===== config.mk =====
export PLATFORM = sky130hd
export DESIGN_NAME = c2c_top
export DESIGN_NICKNAME = d
export VERILOG_FILES = /design/src/c2c_pkg.sv /design/src/c2c_top.sv /design/src/master_control.sv /design/src/notice_counter.sv /design/src/seg7_decoder.sv /design/src/slave_control.sv
export VERILOG_INCLUDE_DIRS = /design/src /design/src/src
export SDC_FILE = /design/constraint.sdc
export NUM_CORES = 1
export LEC_CHECK = 0
export BUFFER_PORTS_ARGS = -buffer_cell sky130_fd_sc_hd__clkbuf_2
export CAP_MARGIN = 20
export CORE_MARGIN = 2
export CORE_UTILIZATION = 45
export CTS_CLUSTER_SIZE = 25
export DETAILED_ROUTE_END_ITERATION = 12
export PLACE_DENSITY = 0.68
export SLEW_MARGIN = 20
export SYNTH_ARGS = -nofsm -noshare
export SYNTH_HDL_FRONTEND = slang
export SYNTH_SLANG_ARGS = --single-unit

===== constraint.sdc =====
create_clock -name clk -period 1.3 [get_ports clk]
set_clock_uncertainty 0.15 [all_clocks]
set_input_delay 0.26 -clock clk [delete_from_list [all_inputs] [get_ports clk]]
set_output_delay 0.26 -clock clk [all_outputs]
set_load 0.005 [all_outputs]

===== src/c2c_cfg.svh =====
`ifndef C2C_CFG_SVH
`define C2C_CFG_SVH

//////////////////////////////////////////////////
// link configuration
//////////////////////////////////////////////////

// width of the value carried over the link.
// the display decoder covers digits 0 to 7 only.
`define C2C_DATA_W 3

// length of the slave notice interval in clock cycles.
// kept short so a transfer finishes quickly in simulation.
// a board build would stretch this toward one second.
`define C2C_NOTICE_CYCLES 8

// seven-segment digit width, one bit per segment a to g.
`define C2C_SEG_W 7

`endif


===== src/c2c_pkg.sv =====
`include "c2c_cfg.svh"

package c2c_pkg;

    //////////////////////////////////////////////////
    // master to slave direction
    //////////////////////////////////////////////////

    // request is a level, valid is a one-cycle strobe.
    // data is held stable by the master while valid is high.
    typedef struct packed {
        logic                   request;
        logic                   valid;
        logic [`C2C_DATA_W-1:0] data;
    } c2c_link_t;

    //////////////////////////////////////////////////
    // controller states
    //////////////////////////////////////////////////

    // master side of the transfer.
    // code 2'b11 is unused and falls back to idle.
    typedef enum logic [1:0] {
        m_idle      = 2'b00,
        m_wait_ack  = 2'b01,
        m_send_data = 2'b10
    } master_state_e;

    // slave side of the transfer.
    // code 2'b10 is unused and falls back to wait_rqst.
    typedef enum logic [1:0] {
        s_wait_rqst        = 2'b00,
        s_wait_to_send_ack = 2'b01,
        s_wait_data        = 2'b11
    } slave_state_e;

endpackage


===== src/c2c_top.sv =====
`timescale 1ns/100ps
`include "c2c_cfg.svh"

module c2c_top
    import c2c_pkg::*;
(
    input  logic                   clk,
    input  logic                   rst_n,
    input  logic                   send,
    input  logic [`C2C_DATA_W-1:0] value,
    output logic                   busy,
    output logic                   notice,
    output logic [`C2C_SEG_W-1:0]  seg
);

    //////////////////////////////////////////////////
    // link between the two controllers
    //////////////////////////////////////////////////

    // request, valid and data from master to slave.
    c2c_link_t              link;
    // ack pulse back from slave to master.
    logic                   ack;
    // received value toward the display.
    logic [`C2C_DATA_W-1:0] data;

    master_control u_master (
        .clk   (clk),
        .rst_n (rst_n),
        .send  (send),
        .value (value),
        .ack   (ack),
        .link  (link),
        .busy  (busy)
    );

    slave_control u_slave (
        .clk    (clk),
        .rst_n  (rst_n),
        .link   (link),
        .ack    (ack),
        .notice (notice),
        .data   (data)
    );

    // display of the last received value.
    seg7_decoder u_seg (
        .clk   (clk),
        .rst_n (rst_n),
        .digit (data),
        .seg   (seg)
    );

endmodule


===== src/master_control.sv =====
`timescale 1ns/100ps
`include "c2c_cfg.svh"

module master_control
    import c2c_pkg::*;
(
    input  logic                   clk,
    input  logic                   rst_n,
    input  logic                   send,
    input  logic [`C2C_DATA_W-1:0] value,
    input  logic                   ack,
    output c2c_link_t              link,
    output logic                   busy
);

    master_state_e          state;
    master_state_e          next_state;
    logic                   req_q;
    logic                   next_req;
    logic                   valid_q;
    logic                   next_valid;
    logic [`C2C_DATA_W-1:0] data_q;
    logic                   capture;

    // a send strobe only counts while idle.
    assign capture = (state == m_idle) && send;

    //////////////////////////////////////////////////
    // next-state logic
    //////////////////////////////////////////////////

    always_comb begin
        next_state = state;
        next_req   = req_q;
        // valid is a strobe, low unless set below.
        next_valid = 1'b0;
        case (state)
            m_idle: begin
                if (send) begin
                    next_state = m_wait_ack;
                    next_req   = 1'b1;
                end
            end
            m_wait_ack: begin
                // drop request and present data right after ack.
                if (ack) begin
                    next_state = m_send_data;
                    next_req   = 1'b0;
                    next_valid = 1'b1;
                end
            end
            m_send_data: begin
                // valid is high in this state for one cycle.
                next_state = m_idle;
            end
            default: begin
                next_state = m_idle;
                next_req   = 1'b0;
            end
        endcase
    end

    //////////////////////////////////////////////////
    // registers
    //////////////////////////////////////////////////

    always_ff @(posedge clk) begin
        if (!rst_n) begin
            state   <= m_idle;
            req_q   <= 1'b0;
            valid_q <= 1'b0;
        end else begin
            state   <= next_state;
            req_q   <= next_req;
            valid_q <= next_valid;
        end
    end

    // captured value, held until the next accepted send.
    always_ff @(posedge clk) begin
        if (capture) begin
            data_q <= value;
        end
    end

    // drive the link toward the slave.
    assign link.request = req_q;
    assign link.valid   = valid_q;
    assign link.data    = data_q;

    // busy from the cycle after send until back in idle.
    assign busy = (state != m_idle);

endmodule


===== src/notice_counter.sv =====
`timescale 1ns/100ps
`include "c2c_cfg.svh"

module notice_counter (
    input  logic clk,
    input  logic rst_n,
    input  logic start,
    output logic done
);

    // interval length and the count width it needs.
    localparam int unsigned CYCLES = `C2C_NOTICE_CYCLES;
    localparam int unsigned CNT_W  = (CYCLES > 1) ? $clog2(CYCLES) : 1;

    // last count value of the interval.
    localparam logic [CNT_W-1:0] LAST = CNT_W'(CYCLES - 1);

    logic [CNT_W-1:0] count;
    logic             at_last;

    assign at_last = (count == LAST);

    // count while start is held, clear whenever it drops.
    // the count parks on the last value until start falls.
    always_ff @(posedge clk) begin
        if (!rst_n) begin
            count <= '0;
        end else if (!start) begin
            count <= '0;
        end else if (!at_last) begin
            count <= count + 1'b1;
        end
    end

    // done once start has been high for CYCLES cycles.
    // qualified by start so a stale count never flags done.
    assign done = start && at_last;

endmodule


===== src/seg7_decoder.sv =====
`timescale 1ns/100ps
`include "c2c_cfg.svh"

module seg7_decoder (
    input  logic                   clk,
    input  logic                   rst_n,
    input  logic [`C2C_DATA_W-1:0] digit,
    output logic [`C2C_SEG_W-1:0]  seg
);

    // segments are active low, bit 0 is a and bit 6 is g.
    localparam logic [`C2C_SEG_W-1:0] SEG_ZERO  = 7'b1000000;

    logic [`C2C_SEG_W-1:0] seg_next;

    // digit to pattern lookup.
    always_comb begin
        case (digit)
            0:       seg_next = SEG_ZERO;
            1:       seg_next = 7'b1111001;
            2:       seg_next = 7'b0100100;
            3:       seg_next = 7'b0110000;
            4:       seg_next = 7'b0011001;
            5:       seg_next = 7'b0010010;
            6:       seg_next = 7'b0000010;
            // digit 7.
            default: seg_next = 7'b1111000;
        endcase
    end

    // one register stage, so seg trails digit by a cycle.
    always_ff @(posedge clk) begin
        if (!rst_n) begin
            seg <= SEG_ZERO;
        end else begin
            seg <= seg_next;
        end
    end

endmodule


===== src/slave_control.sv =====
`timescale 1ns/100ps
`include "c2c_cfg.svh"

module slave_control
    import c2c_pkg::*;
(
    input  logic                   clk,
    input  logic                   rst_n,
    input  c2c_link_t              link,
    output logic                   ack,
    output logic                   notice,
    output logic [`C2C_DATA_W-1:0] data
);

    slave_state_e           state;
    slave_state_e           next_state;
    logic                   start;
    logic                   next_start;
    logic                   next_ack;
    logic                   next_notice;
    logic [`C2C_DATA_W-1:0] next_data;
    logic                   done;

    // notice interval timer, runs while start is held.
    notice_counter u_cnt (
        .clk   (clk),
        .rst_n (rst_n),
        .start (start),
        .done  (done)
    );

    //////////////////////////////////////////////////
    // next-state logic
    //////////////////////////////////////////////////

    always_comb begin
        next_state  = state;
        next_start  = start;
        next_ack    = ack;
        next_notice = notice;
        next_data   = data;
        case (state)
            s_wait_rqst: begin
                // request is only looked at here.
                next_state  = link.request ? s_wait_to_send_ack : s_wait_rqst;
                next_start  = link.request;
                next_ack    = 1'b0;
                next_notice = 1'b0;
            end
            s_wait_to_send_ack: begin
                // hold notice through the interval, then one ack pulse.
                next_state  = done ? s_wait_data : s_wait_to_send_ack;
                next_start  = !done;
                next_ack    = done;
                next_notice = !done;
            end
            s_wait_data: begin
                next_state  = link.valid ? s_wait_rqst : s_wait_data;
                next_start  = 1'b0;
                next_ack    = 1'b0;
                next_notice = 1'b0;
                // latch on valid, zero while still waiting.
                next_data   = link.valid ? link.data : '0;
            end
            default: begin
                // unused code 2'b10, recover to a clean wait.
                next_state  = s_wait_rqst;
                next_start  = 1'b0;
                next_ack    = 1'b0;
                next_notice = 1'b0;
                next_data   = '0;
            end
        endcase
    end

    //////////////////////////////////////////////////
    // registered outputs
    //////////////////////////////////////////////////

    always_ff @(posedge clk) begin
        if (!rst_n) begin
            state  <= s_wait_rqst;
            start  <= 1'b0;
            ack    <= 1'b0;
            notice <= 1'b0;
            data   <= '0;
        end else begin
            state  <= next_state;
            start  <= next_start;
            ack    <= next_ack;
            notice <= next_notice;
            data   <= next_data;
        end
    end

endmodule


==> impl_metrics.env, run 1 <==
export IMPL_status="finished, violations left"
export IMPL_violations="negative setup slack"
export IMPL_final_core_util_pct=57.9
export IMPL_use_met1_pct=15.1
export IMPL_period_needed_ns=1.41
export IMPL_synthAdderAreaFrac_pct=2.57
export IMPL_syn_to_final_growth_pct=19.2
export IMPL_cts_inserted_buffers=3
export IMPL_dieArea_sq_mm=0.00255
export IMPL_seq_area_sq_um=534
export IMPL_die_width_microns=50.5
export IMPL_num_rows=16
export IMPL_syn_area_per_cell_sq_um=10.8
export IMPL_p_leak_nw=0.472
export IMPL_clock_path_buffers=2
export IMPL_synthCells=90
export IMPL_cpPeakStageDelay_ns=0.34
export IMPL_drt_iter0_markers=11
export IMPL_worstSetupPathType="flop to output pin"
export IMPL_finalCritPeriodShare_pct=108
export IMPL_grt_max_degree=14
export IMPL_timing_fmax_ghz=0.711
export IMPL_slew_violations=0
export IMPL_ys_ff_latch=25
export IMPL_dp_hpwl_mm=1.04
export IMPL_fp_dieH_microns=50.5
export IMPL_cap_violations=0
export IMPL_crit_family="flip-flops"
export IMPL_setup_ws_ns=-0.107
export IMPL_hp_class="primary input to flop"
export IMPL_boundaryPins=15
export IMPL_post_route_cell_area_sq_mm=0.00116
export IMPL_syn_num_nets=98
export IMPL_cts_root_buf="clkbuf_4"
export IMPL_ys_seq_area_share_pct=54.6
export IMPL_ys_warn_count=0
export IMPL_arrival_ns=1.00
export IMPL_grt_usage_pct=13.5
export IMPL_drt_pass1_iter_count=4
export IMPL_setup_violations_final=1
export IMPL_synth_mux_area_share_pct=4.25
export IMPL_fill_cells=185
export IMPL_synth_compound_area_share_pct=6.95
export IMPL_vias_per_cell=4.86
export IMPL_multiInputGateArea_sq_um=412
export IMPL_rsz0062_at_grt="true"
export IMPL_grt_pass1_vias=638
export IMPL_nets=120
export IMPL_crit_path_end_kind="output pin"
export IMPL_cp_cell_sequence="or2_4 > clkbuf_2"
export IMPL_netlist_area_sq_um=972
export IMPL_synthDistinctLibCells=33
export IMPL_met3_usage_pct=3.57
export IMPL_whs_ns=0.104
export IMPL_initial_utilization_pct=48.6
export IMPL_drc=0
export IMPL_core_area_sq_mm=0.00200
export IMPL_htreeDepth=1
export IMPL_wirelength_mm=1.53
export IMPL_port_buffers=14
export IMPL_path_clk_slew_ns=0.13
export IMPL_powerDensity_mw_per_mm2=1060
export IMPL_crit_path_start_kind="flop"
export IMPL_synth_simple_area_share_pct=23.0
export IMPL_crit_buf_inv=1
export IMPL_routed_via_count=671
export IMPL_slowest_stage="dfxtp_2"
export IMPL_crit_fanout=2
export IMPL_relSlewSlack_pct=76.9
export IMPL_grt_pass1_wl_mm=2.59
export IMPL_hold_violations=0
export IMPL_peakVddDrop_uv=654
export IMPL_placed_area_sq_mm=0.00106
export IMPL_drive_above_1_share_pct=29.7
export IMPL_ant_nets=0
export IMPL_antenna_found_initial=0
export IMPL_cts_sinks=25
export IMPL_synth_xor_area_share_pct=2.70
export IMPL_gp_congestion=0.711
export IMPL_busiest_layer="met2"
export IMPL_critical_path_required_ns=0.89
export IMPL_grt_overflow=0
export IMPL_wl_per_cell_microns=11.1
export IMPL_antenna_cells=0
export IMPL_tightest_slew_ns=0.346
export IMPL_worstSkewPairLatency_ns=0.31
export IMPL_cts_tree="done"
export IMPL_gr_usage_met2_pct=23.7
export IMPL_synth_top_family_by_area="simple AND/OR/NAND/NOR gates"
-- registers in the layout (all words and copies together), names as in the netlist --
name / count
u_seg.seg: 7
u_master.data_q: 3
u_slave.data: 3
u_slave.u_cnt.count: 3
u_master.state: 2
u_slave.state: 2
u_master.req_q: 1
u_master.valid_q: 1
u_slave.ack: 1
u_slave.notice: 1
u_slave.start: 1
-- worst reg2reg max path, delay by kind of cell (launching register included) --
kind                       cells  cell delay (ns)
DFF                            1             0.38
adders and majority gates      2             0.29
muxes                          1             0.27
and+or+nand+nor                2             0.13
-- timing repair --
item | 4_1_cts | 5_1_grt
setup endpoints to repair | 2 | 6
hold endpoints to repair | 3 | 0
gates resized for setup | 3 | 1
setup buffers | 2 | 1
hold buffers | 3 | 0
-- metal layers --
| metal | part of all wire, % | wire, microns |
|---|---|---|
| met3 | 3.7 | 57 |
| met2 | 50 | 768 |
| met1 | 45 | 692 |
| met5 | 0 | 0 |
| met4 | 0.78 | 12 |
-- power breakdown --
| group | switching, W | internal [W] |
|---|---|---|
| sequential | 0.0000161 | 0.000804 |
| combinational | 0.0000352 | 0.0000436 |
| clock | 0.000212 | 0.000120 |
-- stage by stage --
stage               worst slack [ns]  setup TNS [ns]  power [W]  instances
finish                        -0.107          -0.107    0.00123        138
global route                  -0.143          -0.148    0.00129        138
CTS                           -0.120          -0.120    0.00124        137
detailed placement           0.00354               0   0.000901        128
global placement              0.0482               0   0.000899        128
floorplan                    0.00510               0   0.000875         90
-- kinds of logic after synthesis --
| logic type | count (synthesis) |
|---|---|
| muxes | 4 |
| DFF | 25 |
| adders and majority gates | 2 |
| and+or+nand+nor | 38 |
| buffers and inverters | 8 |
| AOI/OAI and AO/OA | 10 |
| xor gates and xnor gates | 3 |
-- cell usage after synthesis --
| master | n | area, sq um |
|---|---|---|
| dfxtp_1 | 22 | 440 |
| nor2_1 | 7 | 26.3 |
| nand2_1 | 5 | 18.8 |
| nand2b_1 | 4 | 25.0 |
| a21boi_0 | 3 | 22.5 |
| buf_4 | 3 | 22.5 |
| edfxtp_1 | 3 | 90.1 |
| mux2i_1 | 3 | 30.0 |
| nand4_1 | 3 | 18.8 |
| nor2b_1 | 3 | 18.8 |
| o21a_1 | 3 | 22.5 |
| and4b_1 | 2 | 20.0 |
| buf_6 | 2 | 22.5 |
| ha_1 | 2 | 25.0 |
| inv_1 | 2 | 7.51 |
| nand3_1 | 2 | 10.0 |
| nor3_1 | 2 | 10.0 |
| nor3b_1 | 2 | 15.0 |
| o21ai_0 | 2 | 10.0 |
| xor2_1 | 2 | 17.5 |
| a21oi_1 | 1 | 5.00 |
| and2_1 | 1 | 6.26 |
| and3_1 | 1 | 6.26 |
| and3b_1 | 1 | 8.76 |
| buf_2 | 1 | 5.00 |
| mux2_2 | 1 | 11.3 |
| nand2_2 | 1 | 6.26 |
| nand4bb_1 | 1 | 11.3 |
| nor2_2 | 1 | 6.26 |
| nor3_2 | 1 | 10.0 |
| o211ai_1 | 1 | 7.51 |
| or2_2 | 1 | 6.26 |
| xnor2_1 | 1 | 8.76 |
-- worst paths after layout --
path | from | endpoint | slack (ns) | cells after the start
worst max-delay path | u_master.state[0] | busy | -0.11 | 2
worst min-delay path | rst_n | u_slave.state[0] | 0.10 | 2
worst max register to register | u_slave.u_cnt.count[0] | u_slave.state[1] | 0.04 | 5
worst min register to register | u_slave.start | u_slave.ack | 0.37 | 2
-- placed cells by master, fill, tap and decap left out, drive strengths merged, types with 3 or more instances in the layout --
| cell | netlist | layout |
|---|---|---|
| o21a | 3 | 3 |
| nor2 | 8 | 8 |
| clkbuf | 0 | 18 |
| dfxtp | 22 | 22 |
| buf | 6 | 6 |
| a21boi | 3 | 3 |
| nand4 | 3 | 3 |
| nand2b | 4 | 4 |
| nor3 | 3 | 3 |
| nor2b | 3 | 3 |
| dlygate4sd3 | 0 | 3 |
| edfxtp | 3 | 3 |
| mux2i | 3 | 3 |
| nand2 | 6 | 6 |
-- area by class of cell --
type | instances | share of cell area [%]
Tap cell | 27 | 2.92
Clock buffer | 4 | 2.27
Timing Repair Buffer | 23 | 12.5
Sequential cell | 25 | 46.1
Inverter | 2 | 0.648
Multi-Input combinational cell | 57 | 35.5
No activity file was read; power rests on OpenSTA's default activity.
==> inputs of run 2 (changes only) <==
--- a/config.mk
+++ b/config.mk
@@ -6,13 +6,14 @@
 export SDC_FILE = /design/constraint.sdc
 export NUM_CORES = 1
 export LEC_CHECK = 0
+export ABC_AREA = 1
 export BUFFER_PORTS_ARGS = -buffer_cell sky130_fd_sc_hd__clkbuf_2
 export CAP_MARGIN = 20
 export CORE_MARGIN = 2
 export CORE_UTILIZATION = 45
 export CTS_CLUSTER_SIZE = 25
 export DETAILED_ROUTE_END_ITERATION = 12
-export PLACE_DENSITY = 0.68
+export PLACE_DENSITY = 0.69
 export SLEW_MARGIN = 20
 export SYNTH_ARGS = -nofsm -noshare
 export SYNTH_HDL_FRONTEND = slang
==> impl_metrics.env, run 2 <==
export IMPL_ant_nets=0
export IMPL_slowest_stage="dfxtp_2"
export IMPL_grt_overflow=0
export IMPL_antenna_found_initial=0
export IMPL_crit_fanout=3
export IMPL_relSlewSlack_pct=83.1
export IMPL_ys_seq_area_share_pct=59.6
export IMPL_violations="negative setup slack"
export IMPL_wirelength_mm=1.41
export IMPL_final_cells=153
export IMPL_synthCells=102
export IMPL_yosysMostFrequentCell="nand2_1"
export IMPL_final_core_util_pct=57.3
export IMPL_peakVddDrop_uv=671
export IMPL_yosys_most_used_dff="dfxtp_1"
export IMPL_wl_met2_microns=728
export IMPL_largest_register="u_seg.seg"
export IMPL_crit_path_start_kind="flop"
export IMPL_final_cell_mix="23 x nand2_1, 19 x dfxtp_1, 16 x inv_1"
export IMPL_clock_path_buffers=2
export IMPL_ys_ff_latch=25
export IMPL_finalCritPeriodShare_pct=103
export IMPL_setup_ws_ns=-0.0440
export IMPL_cts_inserted_buffers=3
export IMPL_synth_top_cell_by_area="dfxtp_1"
export IMPL_tightest_slew_ns=0.253
export IMPL_syn_to_final_growth_pct=23.8
export IMPL_final_common_cell="nand2_1"
export IMPL_syn_area_per_cell_sq_um=8.72
export IMPL_grt_max_degree=14
export IMPL_slew_violations=0
export IMPL_p_leak_nw=0.521
export IMPL_nets=135
export IMPL_vias_per_cell=4.60
export IMPL_worstSetupPathType="flop to output pin"
export IMPL_fp_dieH_microns=48.5
export IMPL_cap_violations=0
export IMPL_drive_above_1_share_pct=23.8
export IMPL_startpoint="u_master.state[1]"
export IMPL_powerDensity_mw_per_mm2=1100
export IMPL_wl_per_cell_microns=9.22
export IMPL_arrival_ns=0.93
export IMPL_wl_met1_microns=598
export IMPL_drt_iter0_markers=9
export IMPL_reg2reg_from="u_slave.u_cnt.count[0]"
export IMPL_netlist_area_sq_um=890
export IMPL_boundaryPins=15
export IMPL_hp_class="primary input to flop"
export IMPL_hold_violations=0
export IMPL_synthArstFlopShare_pct=0
export IMPL_status="finished, violations left"
export IMPL_routed_via_count=704
export IMPL_setup_violations_final=1
export IMPL_cts_root_buf="clkbuf_4"
export IMPL_drt_pass1_iter_count=4
export IMPL_die_width_microns=48.5
export IMPL_grt_pass1_wl_mm=2.54
export IMPL_top_layer="met4"
export IMPL_initial_utilization_pct=46.3
export IMPL_dieArea_sq_mm=0.00235
export IMPL_synth_commonest_cells="23 x nand2_1, 22 x dfxtp_1, 16 x inv_1"
export IMPL_ys_warn_count=0
export IMPL_syn_num_nets=110
export IMPL_cts_sinks=25
export IMPL_critical_path_required_ns=0.89
export IMPL_cpPeakStageDelay_ns=0.36
export IMPL_grt_usage_pct=14.0
export IMPL_gp_congestion=0.804
export IMPL_htreeDepth=1
export IMPL_timing_fmax_ghz=0.744
export IMPL_cp_cell_sequence="nor2_4 > inv_1 > clkbuf_2"
export IMPL_antenna_cells=0
export IMPL_post_place_cells=143
export IMPL_cts_tree="done"
export IMPL_met3_length_microns=57
export IMPL_post_route_cell_area_sq_mm=0.00110
export IMPL_rsz0062_at_grt="true"
export IMPL_core_area_sq_mm=0.00192
export IMPL_largest_register_ffs=7
export IMPL_netlist_area_leader_share_pct=49.5
export IMPL_dp_hpwl_mm=1.05
export IMPL_num_rows=16
export IMPL_crit_path_end_kind="output pin"
export IMPL_synth_edf_count=3
export IMPL_placed_area_sq_um=993
export IMPL_synthDistinctLibCells=16
export IMPL_grt_pass1_vias=671
export IMPL_period_needed_ns=1.34
export IMPL_worstHoldStart="send"
export IMPL_port_buffers=14
export IMPL_synthTopCellsByArea="dfxtp_1 50%, edfxtp_1 10%, nand2_1 9.7%, inv_1 6.8%, a21oi_1 3.9%"
export IMPL_drc=0
export IMPL_path_clk_slew_ns=0.12
export IMPL_worstSkewPairLatency_ns=0.31
export IMPL_tns_ns=-0.0440
[run 2: worst max-delay path: cells and delay by family (launching register included)]
family / cells / cell delay (ns)
AND/OR/NAND/NOR: 1 / 0.12
buffers and inverters: 2 / 0.14
flip-flops: 1 / 0.36
[run 2: per-layer routing]
layer	vias up	track usage, %
met5	-	0
met4	0	7.14
met3	4	3.70
met2	18	24.5
met1	311	15.6
li1	371	-
[run 2: stage by stage]
| stage | hold WS, ns | setup slack, ns | total power [W] |
|---|---|---|---|
| after floorplan | 0.209 | 0.0817 | 0.000865 |
| after global placement | 0.271 | 0.0586 | 0.000885 |
| after detailed placement | 0.280 | -0.0194 | 0.000888 |
| after CTS | 0.0520 | -0.0318 | 0.00121 |
| after global routing | 0.0263 | -0.101 | 0.00130 |
| final | 0.0520 | -0.0440 | 0.00121 |
[run 2: cell families (layout without fill, tap and decap cells)]
group / Yosys count / count (layout) / synth area share [%]
xor+xnor: 1 / 1 / 0.985
compound gates: 13 / 13 / 7.31
fa+ha+maj: 2 / 2 / 2.81
buf+inv: 17 / 41 / 7.60
flops: 25 / 25 / 59.6
simple gates: 44 / 44 / 21.7
[run 2: final timing paths]
check | to | slack, ns | cells after the start
hold reg to reg | u_slave.data[2] | 0.31 | 2
hold / removal | u_master.req_q | 0.05 | 3
setup reg to reg | u_slave.state[1] | 0.06 | 6
setup / recovery | busy | -0.04 | 3
[run 2: area by class of cell]
class                   instances  area, sq um
repair buffers                 21          130
inverters                      16         60.1
well taps                      27         33.8
flip-flops and latches         25          537
multi-input cells              60          314
fillers                       189          821
clock buffers                   4         26.3
[run 2: repair_timing]
item / 4_1_cts / 5_1_grt
resized for setup: 6 / 3
endpoints found under the setup margin: 4 / 7
buffers inserted: 2 / 1
pin swaps: 1 / 0
hold buffers: 3 / 0
hold endpoints to repair: 3 / 0
[run 2: where the power goes]
part | internal [W] | total [W] | switching, W
clock network | 0.000120 | 0.000324 | 0.000204
registers | 0.000803 | 0.000816 | 0.0000131
logic | 0.0000348 | 0.0000704 | 0.0000356
==> inputs of run 3 (changes only) <==
--- a/config.mk
+++ b/config.mk
@@ -14,6 +14,7 @@
 export CTS_CLUSTER_SIZE = 25
 export DETAILED_ROUTE_END_ITERATION = 12
 export PLACE_DENSITY = 0.69
+export SKIP_CTS_REPAIR_TIMING = 1
 export SLEW_MARGIN = 20
 export SYNTH_ARGS = -nofsm -noshare
 export SYNTH_HDL_FRONTEND = slang
==> impl_metrics.env, run 3 (synthesis results as in run 2) <==
export IMPL_powerDensity_mw_per_mm2=1110
export IMPL_grt_overflow=0
export IMPL_status="finished, violations left"
export IMPL_gp_congestion=0.804
export IMPL_worstSetupPathType="flop to output pin"
export IMPL_boundaryPins=15
export IMPL_setup_violations_final=1
export IMPL_cap_violations=0
export IMPL_grt_pass1_vias=633
export IMPL_final_core_util_pct=56.5
export IMPL_crit_family="flip-flops"
export IMPL_antenna_found_initial=0
export IMPL_period_needed_ns=1.34
export IMPL_crit_path_start_kind="flop"
export IMPL_peakVddDrop_uv=672
export IMPL_arrival_ns=0.93
export IMPL_setup_ws_ns=-0.0444
export IMPL_antenna_cells=0
export IMPL_reg2reg_from="u_slave.u_cnt.count[0]"
export IMPL_drt_iter0_markers=9
export IMPL_dp_hpwl_mm=1.05
export IMPL_p_leak_nw=0.510
export IMPL_clock_path_buffers=2
export IMPL_slowest_stage="dfxtp_2"
export IMPL_busiest_layer="met2"
export IMPL_cts_inserted_buffers=3
export IMPL_hold_path_depth=3
export IMPL_drive_above_1_share_pct=22.6
export IMPL_port_buffers=14
export IMPL_relSlewSlack_pct=82.9
export IMPL_routed_via_count=691
export IMPL_holdPathEnd="u_master.req_q"
export IMPL_finalCritPeriodShare_pct=103
export IMPL_crit_path_end_kind="output pin"
export IMPL_rr_endpoint="u_slave.state[1]"
export IMPL_rsz0062_at_grt="true"
export IMPL_critical_path_required_ns=0.89
export IMPL_path_clk_slew_ns=0.12
export IMPL_timing_fmax_ghz=0.744
export IMPL_cts_tree="done"
export IMPL_grt_max_degree=14
export IMPL_cpPeakStageDelay_ns=0.36
export IMPL_worstSkewPairLatency_ns=0.31
export IMPL_ant_nets=0
export IMPL_gr_usage_met2_pct=22.2
export IMPL_cts_sinks=25
export IMPL_hold_violations=0
export IMPL_htreeDepth=1
export IMPL_drt_pass1_iter_count=4
export IMPL_initial_utilization_pct=46.3
export IMPL_nets=133
export IMPL_largest_register="u_seg.seg"
export IMPL_placed_area_sq_um=993
export IMPL_drc=0
export IMPL_crit_buf_inv=2
export IMPL_grt_usage_pct=13.3
export IMPL_use_met1_pct=15.5
export IMPL_violations="negative setup slack"
export IMPL_grt_pass1_wl_mm=2.42
export IMPL_vias_per_cell=4.58
export IMPL_hp_class="primary input to flop"
export IMPL_post_route_cell_area_sq_mm=0.00109
export IMPL_fp_dieH_microns=48.5
export IMPL_dieArea_sq_mm=0.00235
export IMPL_worstHoldStart="send"
export IMPL_die_width_microns=48.5
export IMPL_num_rows=16
export IMPL_wl_per_cell_microns=9.12
export IMPL_final_common_cell="nand2_1"
export IMPL_final_cell_mix="23 x nand2_1, 19 x dfxtp_1, 16 x inv_1"
export IMPL_core_area_sq_mm=0.00192
export IMPL_slew_violations=0
export IMPL_place_ws_ns=-0.0194
export IMPL_cp_cell_sequence="nor2_4 > inv_1 > clkbuf_2"
export IMPL_crit_fanout=3
export IMPL_largest_register_ffs=7
export IMPL_tns_ns=-0.0444
export IMPL_rrSetupSlack_ns=0.06
export IMPL_syn_to_final_growth_pct=22.1
export IMPL_met3_usage_pct=3.70
export IMPL_cts_root_buf="clkbuf_4"
export IMPL_worst_r2r_path_depth=6
export IMPL_tightest_slew_ns=0.256
export IMPL_wirelength_mm=1.38
export IMPL_power_w=0.00121
[run 3: changes by cell type in the layout (fill, tap and decap cells not counted), sizes merged]
cell  change
buf       -2
[run 3: stage by stage]
step	hold slack [ns]	std cells
floorplan	0.209	102
global placement	0.271	143
finish	0.0512	151
CTS	-0.0348	147
detailed placement	0.280	143
global route	0.0263	151
[run 3: worst max path at each step]
stage                                       from               end  slack, ns  cells past startpoint
after floorplan           u_slave.u_cnt.count[0]  u_slave.state[1]       0.08                      6
after global placement    u_slave.u_cnt.count[0]  u_slave.state[1]       0.06                      6
after detailed placement  u_slave.u_cnt.count[0]  u_slave.state[1]      -0.02                      6
after CTS                      u_master.state[0]              busy      -0.11                      3
after global routing           u_master.state[1]              busy      -0.11                      3
final                          u_master.state[1]              busy      -0.04                      3
[run 3: tightest hold or removal path, delay by kind of cell]
kind	cells	cell delay, ns
AO/OA/AOI/OAI	1	0.06
buffers and inverters	1	0.09
AND/OR/NAND/NOR	1	0.08
[run 3: cell type report]
| cell class | count | area, sq um |
|---|---|---|
| well taps | 27 | 33.8 |
| flip-flops and latches | 25 | 537 |
| multi-input cells | 60 | 314 |
| repair buffers | 19 | 115 |
| clock buffers | 4 | 26.3 |
| inverters | 16 | 60.1 |
| fillers | 189 | 836 |
[run 3: power by group]
part / switching, W / internal, W
Sequential: 0.0000138 / 0.000803
Combinational: 0.0000339 / 0.0000319
Clock: 0.000204 / 0.000120
[run 3: per-layer routing]
metal / vias to the layer above / wire [microns]
li1: 366 / -
met1: 305 / 595
met2: 16 / 700
met3: 4 / 56
met4: 0 / 25
met5: - / 0
